File: src/common/rv_pkg.sv
`default_nettype none

package rv_pkg;

    // data word width
    localparam int xlen = 32;

    // register index width, enough for x0..x31
    localparam int reg_addr_w = 5;

    // major opcodes, bits [6:0] of the instruction
    localparam logic [6:0] opc_op     = 7'b0110011;
    localparam logic [6:0] opc_op_imm = 7'b0010011;
    localparam logic [6:0] opc_lui    = 7'b0110111;

    // alu operations after decode
    // register and immediate forms share one code
    typedef enum logic [3:0] {
        op_add,
        op_sub,
        op_sll,
        op_slt,
        op_sltu,
        op_xor,
        op_srl,
        op_sra,
        op_or,
        op_and,
        op_lui
    } alu_op_t;

endpackage

`default_nettype wire

File: src/common/dec_if.sv
`timescale 1ns/1ps
`default_nettype none

interface dec_if;

    // one decoded instruction, valid for a single cycle
    logic                          valid;
    rv_pkg::alu_op_t               op;
    logic [rv_pkg::reg_addr_w-1:0] rd;
    logic [rv_pkg::reg_addr_w-1:0] rs1;
    logic [rv_pkg::reg_addr_w-1:0] rs2;
    // sign extended i-type or shifted u-type immediate
    logic [rv_pkg::xlen-1:0]       imm;
    // second operand comes from imm, not rs2
    logic                          use_imm;

    // decoder side
    modport source (
        output valid, op, rd, rs1, rs2, imm, use_imm
    );

    // execute side
    modport sink (
        input valid, op, rd, rs1, rs2, imm, use_imm
    );

endinterface

`default_nettype wire

File: src/decode/instr_decoder.sv
`timescale 1ns/1ps
`default_nettype none

module instr_decoder #(
    parameter int NUM_REGS = 32
) (
    input  wire logic        clk,
    input  wire logic        reset,
    input  wire logic        instr_valid,
    input  wire logic [31:0] instr,
    output logic             illegal,
    dec_if.source            dec
);

    // instruction fields
    logic [6:0]                    opcode;
    logic [2:0]                    funct3;
    logic [6:0]                    funct7;
    logic [rv_pkg::reg_addr_w-1:0] rd_f;
    logic [rv_pkg::reg_addr_w-1:0] rs1_f;
    logic [rv_pkg::reg_addr_w-1:0] rs2_f;

    // decode results before the register stage
    rv_pkg::alu_op_t         op_n;
    logic [rv_pkg::xlen-1:0] imm_n;
    logic                    use_imm_n;
    logic                    enc_ok;
    logic                    rs1_used;
    logic                    rs2_used;
    logic                    reg_ok;
    logic                    legal;

    assign opcode = instr[6:0];
    assign rd_f   = instr[11:7];
    assign funct3 = instr[14:12];
    assign rs1_f  = instr[19:15];
    assign rs2_f  = instr[24:20];
    assign funct7 = instr[31:25];

    always_comb begin
        op_n      = rv_pkg::op_add;
        imm_n     = {{20{instr[31]}}, instr[31:20]};
        use_imm_n = 1'b0;
        enc_ok    = 1'b0;
        rs1_used  = 1'b0;
        rs2_used  = 1'b0;
        case (opcode)
            rv_pkg::opc_op: begin
                rs1_used = 1'b1;
                rs2_used = 1'b1;
                // only funct7 0x00, plus 0x20 for sub and sra
                if (funct7 == 7'b0000000) begin
                    enc_ok = 1'b1;
                    case (funct3)
                        3'b000:  op_n = rv_pkg::op_add;
                        3'b001:  op_n = rv_pkg::op_sll;
                        3'b010:  op_n = rv_pkg::op_slt;
                        3'b011:  op_n = rv_pkg::op_sltu;
                        3'b100:  op_n = rv_pkg::op_xor;
                        3'b101:  op_n = rv_pkg::op_srl;
                        3'b110:  op_n = rv_pkg::op_or;
                        default: op_n = rv_pkg::op_and;
                    endcase
                end else if (funct7 == 7'b0100000) begin
                    if (funct3 == 3'b000) begin
                        op_n   = rv_pkg::op_sub;
                        enc_ok = 1'b1;
                    end else if (funct3 == 3'b101) begin
                        op_n   = rv_pkg::op_sra;
                        enc_ok = 1'b1;
                    end
                end
            end
            rv_pkg::opc_op_imm: begin
                rs1_used  = 1'b1;
                use_imm_n = 1'b1;
                enc_ok    = 1'b1;
                case (funct3)
                    3'b000: op_n = rv_pkg::op_add;
                    3'b010: op_n = rv_pkg::op_slt;
                    3'b011: op_n = rv_pkg::op_sltu;
                    3'b100: op_n = rv_pkg::op_xor;
                    3'b110: op_n = rv_pkg::op_or;
                    3'b111: op_n = rv_pkg::op_and;
                    3'b001: begin
                        // slli, upper bits must be zero
                        op_n   = rv_pkg::op_sll;
                        enc_ok = (funct7 == 7'b0000000);
                    end
                    default: begin
                        // srli or srai picked by funct7
                        if (funct7 == 7'b0000000) begin
                            op_n = rv_pkg::op_srl;
                        end else begin
                            op_n   = rv_pkg::op_sra;
                            enc_ok = (funct7 == 7'b0100000);
                        end
                    end
                endcase
            end
            rv_pkg::opc_lui: begin
                op_n      = rv_pkg::op_lui;
                imm_n     = {instr[31:12], 12'b0};
                use_imm_n = 1'b1;
                enc_ok    = 1'b1;
            end
            default: begin
                enc_ok = 1'b0;
            end
        endcase
    end

    // indices past the implemented registers are illegal
    assign reg_ok = (int'(rd_f) < NUM_REGS)
                 && (!rs1_used || int'(rs1_f) < NUM_REGS)
                 && (!rs2_used || int'(rs2_f) < NUM_REGS);
    assign legal  = enc_ok && reg_ok;

    // strobes, one of the two per accepted instruction
    always_ff @(posedge clk or posedge reset) begin
        if (reset) begin
            dec.valid <= 1'b0;
            illegal   <= 1'b0;
        end else begin
            dec.valid <= instr_valid && legal;
            illegal   <= instr_valid && !legal;
        end
    end

    // payload, only meaningful while dec.valid is high
    always_ff @(posedge clk) begin
        if (instr_valid) begin
            dec.op      <= op_n;
            dec.rd      <= rd_f;
            dec.rs1     <= rs1_f;
            dec.rs2     <= rs2_f;
            dec.imm     <= imm_n;
            dec.use_imm <= use_imm_n;
        end
    end

endmodule

`default_nettype wire

File: src/design/int_core_top.sv
`timescale 1ns/1ps
`default_nettype none

module int_core_top #(
    parameter int NUM_REGS = 32
) (
    input  wire logic                          clk,
    input  wire logic                          reset,
    input  wire logic                          instr_valid,
    input  wire logic [31:0]                   instr,
    output logic                               wb_valid,
    output logic      [rv_pkg::reg_addr_w-1:0] wb_rd,
    output logic      [rv_pkg::xlen-1:0]       wb_data,
    output logic                               illegal
);

    // decoded instruction, decoder to execute
    dec_if dec_bus ();

    // operand read path
    logic [rv_pkg::reg_addr_w-1:0] rs1_addr;
    logic [rv_pkg::reg_addr_w-1:0] rs2_addr;
    logic [rv_pkg::xlen-1:0]       rs1_val;
    logic [rv_pkg::xlen-1:0]       rs2_val;

    // sample and decode, one edge
    instr_decoder #(
        .NUM_REGS (NUM_REGS)
    ) decoder_i (
        .clk         (clk),
        .reset       (reset),
        .instr_valid (instr_valid),
        .instr       (instr),
        .illegal     (illegal),
        .dec         (dec_bus.source)
    );

    // register array, writes land one edge after wb_valid rises
    reg_file #(
        .NUM_REGS (NUM_REGS)
    ) reg_file_i (
        .clk     (clk),
        .reset   (reset),
        .we      (wb_valid),
        .rd      (wb_rd),
        .wd      (wb_data),
        .rs1     (rs1_addr),
        .rs2     (rs2_addr),
        .rs1_val (rs1_val),
        .rs2_val (rs2_val)
    );

    // execute, second edge
    alu_exec exec_i (
        .clk      (clk),
        .reset    (reset),
        .dec      (dec_bus.sink),
        .rs1      (rs1_addr),
        .rs2      (rs2_addr),
        .rs1_val  (rs1_val),
        .rs2_val  (rs2_val),
        .wb_valid (wb_valid),
        .wb_rd    (wb_rd),
        .wb_data  (wb_data)
    );

endmodule

`default_nettype wire

File: src/execute/alu_exec.sv
`timescale 1ns/1ps
`default_nettype none

module alu_exec (
    input  wire logic                          clk,
    input  wire logic                          reset,
    dec_if.sink                                dec,
    output logic      [rv_pkg::reg_addr_w-1:0] rs1,
    output logic      [rv_pkg::reg_addr_w-1:0] rs2,
    input  wire logic [rv_pkg::xlen-1:0]       rs1_val,
    input  wire logic [rv_pkg::xlen-1:0]       rs2_val,
    output logic                               wb_valid,
    output logic      [rv_pkg::reg_addr_w-1:0] wb_rd,
    output logic      [rv_pkg::xlen-1:0]       wb_data
);

    logic [rv_pkg::xlen-1:0] op_a;
    logic [rv_pkg::xlen-1:0] op_b;
    logic [4:0]              shamt;
    logic [rv_pkg::xlen-1:0] result;

    // read addresses straight from the decoded fields
    assign rs1 = dec.rs1;
    assign rs2 = dec.rs2;

    assign op_a = rs1_val;
    // immediate forms replace rs2
    assign op_b = dec.use_imm ? dec.imm : rs2_val;
    // shifts only look at the low five bits
    assign shamt = op_b[4:0];

    always_comb begin
        case (dec.op)
            rv_pkg::op_add: begin
                result = op_a + op_b;
            end
            rv_pkg::op_sub: begin
                result = op_a - op_b;
            end
            rv_pkg::op_sll: begin
                result = op_a << shamt;
            end
            rv_pkg::op_slt: begin
                // signed compare
                result = {31'b0, $signed(op_a) < $signed(op_b)};
            end
            rv_pkg::op_sltu: begin
                result = {31'b0, op_a < op_b};
            end
            rv_pkg::op_xor: begin
                result = op_a ^ op_b;
            end
            rv_pkg::op_srl: begin
                result = op_a >> shamt;
            end
            rv_pkg::op_sra: begin
                // sign bit fills from the left
                result = $unsigned($signed(op_a) >>> shamt);
            end
            rv_pkg::op_or: begin
                result = op_a | op_b;
            end
            rv_pkg::op_and: begin
                result = op_a & op_b;
            end
            rv_pkg::op_lui: begin
                // upper immediate already shifted by the decoder
                result = dec.imm;
            end
            default: begin
                result = '0;
            end
        endcase
    end

    // writeback strobe, one cycle per decoded instruction
    always_ff @(posedge clk or posedge reset) begin
        if (reset) begin
            wb_valid <= 1'b0;
        end else begin
            wb_valid <= dec.valid;
        end
    end

    // writeback payload
    // rd of zero still goes out, reg_file drops it
    always_ff @(posedge clk) begin
        if (dec.valid) begin
            wb_rd   <= dec.rd;
            wb_data <= result;
        end
    end

endmodule

`default_nettype wire

File: src/regfile/reg_file.sv
`timescale 1ns/1ps
`default_nettype none

module reg_file #(
    parameter int NUM_REGS = 32
) (
    input  wire logic                          clk,
    input  wire logic                          reset,
    input  wire logic                          we,
    input  wire logic [rv_pkg::reg_addr_w-1:0] rd,
    input  wire logic [rv_pkg::xlen-1:0]       wd,
    input  wire logic [rv_pkg::reg_addr_w-1:0] rs1,
    input  wire logic [rv_pkg::reg_addr_w-1:0] rs2,
    output logic      [rv_pkg::xlen-1:0]       rs1_val,
    output logic      [rv_pkg::xlen-1:0]       rs2_val
);

    // index bits actually needed for the array depth
    localparam int idx_w = $clog2(NUM_REGS);

    logic [rv_pkg::xlen-1:0] regs [NUM_REGS];

    // x0 is never written
    always_ff @(posedge clk or posedge reset) begin
        if (reset) begin
            for (int i = 0; i < NUM_REGS; i++) begin
                regs[i] <= '0;
            end
        end else if (we && rd != '0) begin
            regs[rd[idx_w-1:0]] <= wd;
        end
    end

    // combinational reads
    // x0 reads zero, a pending write to the same index is forwarded
    assign rs1_val = (rs1 == '0)           ? '0 :
                     (we && rd == rs1)     ? wd :
                                             regs[rs1[idx_w-1:0]];

    assign rs2_val = (rs2 == '0)           ? '0 :
                     (we && rd == rs2)     ? wd :
                                             regs[rs2[idx_w-1:0]];

endmodule

`default_nettype wire

File: config.mk
export PLATFORM = sky130hd
export DESIGN_NAME = int_core_top
export DESIGN_NICKNAME = d
export VERILOG_FILES = /design/src/common/rv_pkg.sv /design/src/common/dec_if.sv /design/src/decode/instr_decoder.sv /design/src/design/int_core_top.sv /design/src/execute/alu_exec.sv /design/src/regfile/reg_file.sv
export SDC_FILE = /design/constraint.sdc
export NUM_CORES = 2
export LEC_CHECK = 0
export BUFFER_PORTS_ARGS = -buffer_cell sky130_fd_sc_hd__buf_2
export CORE_ASPECT_RATIO = 1.4
export CORE_MARGIN = 4
export CORE_UTILIZATION = 64
export DETAILED_ROUTE_END_ITERATION = 6
export PLACE_DENSITY = 0.81
export SLEW_MARGIN = 40
export SYNTH_ARGS = -nofsm -noshare
export SYNTH_HDL_FRONTEND = slang
export SYNTH_SLANG_ARGS = --single-unit
File: constraint.sdc
create_clock -name clk -period 42.7 [get_ports clk]
set_clock_uncertainty 0.1 [all_clocks]
set_input_delay 8.54 -clock clk [delete_from_list [all_inputs] [get_ports clk]]
set_output_delay 8.54 -clock clk [all_outputs]
set_load 0.1 [all_outputs]
Yosys cells after proc, flatten, opt, wreduce, memory -nomap -nowiden:

Cells that the tools add are included.

* input bits: 35
* logic and storage cells: 131
* output and inout bits: 39
* register bits: 1116

* muxes and demuxes: 32
* add/sub/neg operators: 2
* shift operators: 3
* $lt $le $gt $ge: 6
* equal/unequal tests: 23
* reductions and logical operators: 15
* bitwise logic cells: 6

Operators by type and width (number)
* 1024-bit bitwise mux: 1
* 32-bit case mux with 11 select lines: 1
* 32-bit binary-select mux with 5-bit select: 2
* 32-bit 2-to-1 mux: 10
* 32-bit demux with 5-bit select: 1
* 32-bit less-than comparator: 2
* 4-bit case mux with 7 select lines: 2
* 32-bit adder: 1
* 32-bit bitwise AND: 1
* 32-bit bitwise OR: 1
* 32-bit by 5-bit << shifter with 32-bit output: 1
* 32-bit by 5-bit >> shifter with 32-bit output: 1
* 32-bit by 5-bit >>> shifter with 32-bit output: 1
* 32-bit subtractor: 1
* 32-bit XOR: 1
* 31-bit 2-to-1 mux: 1
* 7-bit by 6-bit == test with 1-bit output (second input constant): 3
* 6-bit greater-or-equal comparator (second input constant): 3
* 5-bit NOT with 6-bit output: 3
* 4-bit by 3-bit == test with 1-bit output (second input constant): 4
* 3-bit == test (second input constant): 4
* 4-bit == test (second input constant): 3
* 4-bit 2-to-1 mux: 3
* 4-bit case mux with 3 select lines: 1
* other kinds (20): 35

Logic depth before layout (Yosys ltp):

* depth after elaboration: 9
* mapped depth: 28
* depth with buffers taken out: 21

Modules after synthesis:

A second synthesis with hierarchy kept.

* cells, all modules: 5569
* area, all modules: 68229.2 um^2

By module, submodules not included
* reg_file: cells an instance 3814, area an instance 55150.4 um^2, instances 1, seq. area each 25624.6 um^2
* alu_exec: cells an instance 1619, area an instance 10931.7 um^2, instances 1, seq. area each 1136.1 um^2
* instr_decoder: cells an instance 136, area an instance 2147.1 um^2, instances 1, seq. area each 1611.5 um^2

Worst setup path after synthesis:

No wires, ideal clock.

* path type: input to register
* start: in instr[3]
* end: reg decoder_i.dec.imm[20], data pin
* arrival: 9686 ps
* library setup time: 130 ps
* stages: 6
* path buffers: 2
* slack: 32784 ps
* data required time: 42470 ps
* path through: nand2b_1 -> nor3_1 -> and3_1 -> clkbuf_1 -> buf_1 -> a21o_1

* cells in the longest elaborated chain, start to end: 2

Ends and longest elaborated chain
* start: declaration: line int_core_top.sv:10 `input wire logic [31:0] instr,`
* 7-bit by 6-bit == test with 1-bit output: line instr_decoder.sv:47 `case (opcode)`
* 31-bit 2-to-1 mux: line instr_decoder.sv:47
* named net decoder_i.imm_n (one bit): line instr_decoder.sv:25 `logic [rv_pkg::xlen-1:0] imm_n;`
* end signal: assignment: line instr_decoder.sv:137 `dec.imm <= imm_n;`
* end: declaration: line dec_if.sv:19 `output valid, op, rd, rs1, rs2, imm, use_imm`

The timed path passes the listed nets, and every way through them passes these cells.
A chain may end at the register's enable or synchronous reset.

Final worst setup path:

* start: reg exec_i.wb_data[6] in the netlist's numbering
* end: out wb_data[6] in the netlist's numbering

RTL lines
* start: declaration: line alu_exec.sv:14 `output logic [rv_pkg::xlen-1:0] wb_data`
* start signal: assignment: line alu_exec.sv:90 `wb_data <= result;`
* end: declaration: line int_core_top.sv:13 `output logic [rv_pkg::xlen-1:0] wb_data,`

No word-level cell between the ends.

==> results.json <==
{
  "insertion_delay_ps": 770,
  "period_share_pct": 25.2,
  "async_reset_ff_share_pct": 92.0,
  "drive_above_1_share_pct": 37.7,
  "routedWlPerCell_um": 37.7,
  "netlist_area_mm2": 0.0666,
  "grt_antenna_before_repair": 11,
  "cts_setup_buffers": 0,
  "htree_levels": 3,
  "drtAntennaViolNets": 0,
  "synth_area_per_cell_um2": 12.6,
  "final_nets": 5297,
  "synth_edf_count": 89,
  "run_status": "finished, final reports clean",
  "tightest_slew_ps": 958,
  "numCtsBuffers": 107,
  "grt_pass1_vias": 51600,
  "grt_usage_pct": 45.4,
  "holdWs_ps": 304,
  "critical_path_class": "reg2out",
  "dr.pass1.iters": 7,
  "fmax_mhz": 92.8,
  "die_y_um": 390,
  "fp-row-count": 139,
  "hold_viol": 0,
  "syn-num-nets": 5439,
  "leakagePower_nw": 33.2,
  "synth_ff_type": "dfrtp_1",
  "grt_start_max_net_pins": 116,
  "ys_seq_area_share_pct": 42.6,
  "yosys.area.top_type_share_pct": 38.6,
  "place_inst": 6382,
  "hold_buffers": 0,
  "clkTransAtPathRegs_ps": 70,
  "synth_warnings": 0,
  "tns_ps": 0,
  "setup_violations": 0,
  "use_met3_pct": 14.8,
  "port_buffers": 73,
  "ff2ff_path_depth": 20,
  "end_kind": "output port",
  "pin_count": 74,
  "clock-sinks": 1116,
  "die_w_um": 281,
  "cpPeakStageDelay_ps": 680,
  "powerDensity_mw_per_mm2": 34.7,
  "vias": 51300,
  "final-max-slew-violation-count": 0,
  "critPathLaunchType": "flop",
  "finish.utilization_pct": 70.3,
  "vias_per_cell": 7.78,
  "synthCells": 5300,
  "met1_usage_pct": 56.9,
  "gr-max-usage-layer": "met2",
  "layout_setup_ws_ps": 31930,
  "yosysMostFrequentCell": "dfrtp_1",
  "rsz0062_at_grt": "false",
  "ys_top_cells_by_area": "dfrtp_1 (39%), mux2_2 (17%), mux4_2 (14%)",
  "synth_common_cells": "dfrtp_1 (1027), mux2_2 (1016), mux4_2 (415)",
  "overflow": 0,
  "clock-root-buffer": "clkbuf_16",
  "hold_class": "reg2reg",
  "ir_drop_mv": 0.0409,
  "cp.required_ps": 34060,
  "arrival_ps": 2130,
  "netlist-cell-type-count": 91,
  "synth_top_area_cell": "dfrtp_1",
  "period_minus_slack_ps": 10770,
  "stdcell_count": 6595,
  "die-area_mm2": 0.109,
  "relSlewSlack_pct": 34.3,
  "drv_cap": 0,
  "tritoncts": "done",
  "syn_to_final_growth_pct": 8.71,
  "routabilityCongestion": 1.12,
  "use_met2_pct": 66.2,
  "wirelength_um": 249000,
  "ys_ff_latch": 1116,
  "drt_iter0_drc": 7177,
  "hpwlAfterDp_um": 157000,
  "place_ws_ps": 31460,
  "cts_max_path_buffers": 3,
  "cp_slowest_cell": "edfxtp_1",
  "worstPathMaxFanout": 19,
  "drc": 0,
  "grt_pass1_wl_um": 357000,
  "ctsResizeCount": 0,
  "start_util_pct": 64.7,
  "holdPathStages": 0,
  "core_mm2": 0.103,
  "path_cells": "buf_8, buf_2"
}
[power by group]
part	switching (mW)	internal, mW
registers	0.0136	1.08
clock network	0.440	0.545
logic	0.292	0.137
[area by class of cell]
cell class / instances / area, um^2
diodes: 6 / 15.0
flip-flops and latches: 1116 / 28400
clock inverters: 47 / 484
fillers: 6987 / 30500
clock buffers: 154 / 3110
well taps: 1339 / 1680
repair buffers: 286 / 2560
inverters: 109 / 422
multi-input cells: 3538 / 35800
[metal layers]
metal / vias up / wire [um]
met1: 26200 / 85200
met5: - / 49
met2: 3901 / 109000
met4: 8 / 23300
met3: 1192 / 31400
li1: 20000 / -
[stage by stage]
stage                     power (mW)  area, um^2
after floorplan                 1.38       66600
after global placement          1.52       67900
after detailed placement        1.52       68600
after CTS                       2.49       72200
after global routing            2.57       72400
final                           2.51       72400
[kinds of logic (layout without fill, tap and decap cells)]
family	count (synthesis)	in the layout	share of synthesized area [%]
buffers and inverters	646	596	4.10
flip-flops	1116	1116	42.6
AND/OR/NAND/NOR	746	746	5.16
multiplexers	1760	1760	36.2
other	0	6	0
XOR/XNOR	33	33	0.434
AO/OA/AOI/OAI	895	895	9.57
adder cells (fa/ha/maj)	104	104	1.98
[path summary, 6_finish.rpt]
| path | from | endpoint | slack (ps) |
|---|---|---|---|
| worst max register to register | decoder_i.dec.rs1[2] | exec_i.wb_data[31] | 33580 |
| min in group asynchronous | reset | reg_file_i.regs[519] | 7660 |
| worst max-delay path | exec_i.wb_data[6] | wb_data[6] | 31930 |
| worst min register to register | reg_file_i.regs[1016] | reg_file_i.regs[1016] | 300 |
| worst min-delay path | reg_file_i.regs[1016] | reg_file_i.regs[1016] | 300 |
| max in group asynchronous | reset | reg_file_i.regs[370] | 32710 |
[state kept, by name, summed over array words and instances (netlist names), 4 cells and up]
signal             cells
decoder_i.dec.imm     32
decoder_i.dec.op       4
decoder_i.dec.rd       5
decoder_i.dec.rs1      5
decoder_i.dec.rs2      5
exec_i.wb_data        32
exec_i.wb_rd           5
reg_file_i.regs     1024
[worst max-delay path: cells and delay by family, from the launching register on]
| kind | cells | cell delay (ps) |
|---|---|---|
| buffers and inverters | 2 | 680 |
| flip-flops | 1 | 680 |
[layout by cell type (no fill, tap or decap), types with 16 or more instances in the layout]
cell type,instances
a211oi_1,57
a21o_1,40
a21oi_1,150
a221o_1,17
a221oi_1,100
a22o_1,16
a22oi_1,78
a31oi_1,17
a32oi_1,17
and2_1,22
buf_2,74
buf_4,144
buf_6,31
clkbuf_1,23
clkbuf_16,108
clkbuf_8,23
clkinv_2,18
dfrtp_1,1026
edfxtp_1,89
ha_1,102
inv_1,98
mux2_2,1016
mux2i_1,324
mux4_2,415
nand2_1,217
nand3_1,61
nand4_1,40
nor2_1,215
nor2_4,18
nor3_1,42
o211ai_1,25
o21ai_0,148
o221ai_1,32
o22a_1,36
o22ai_1,34
xnor2_1,30
Note: power is estimated with default switching activity, not from simulation.
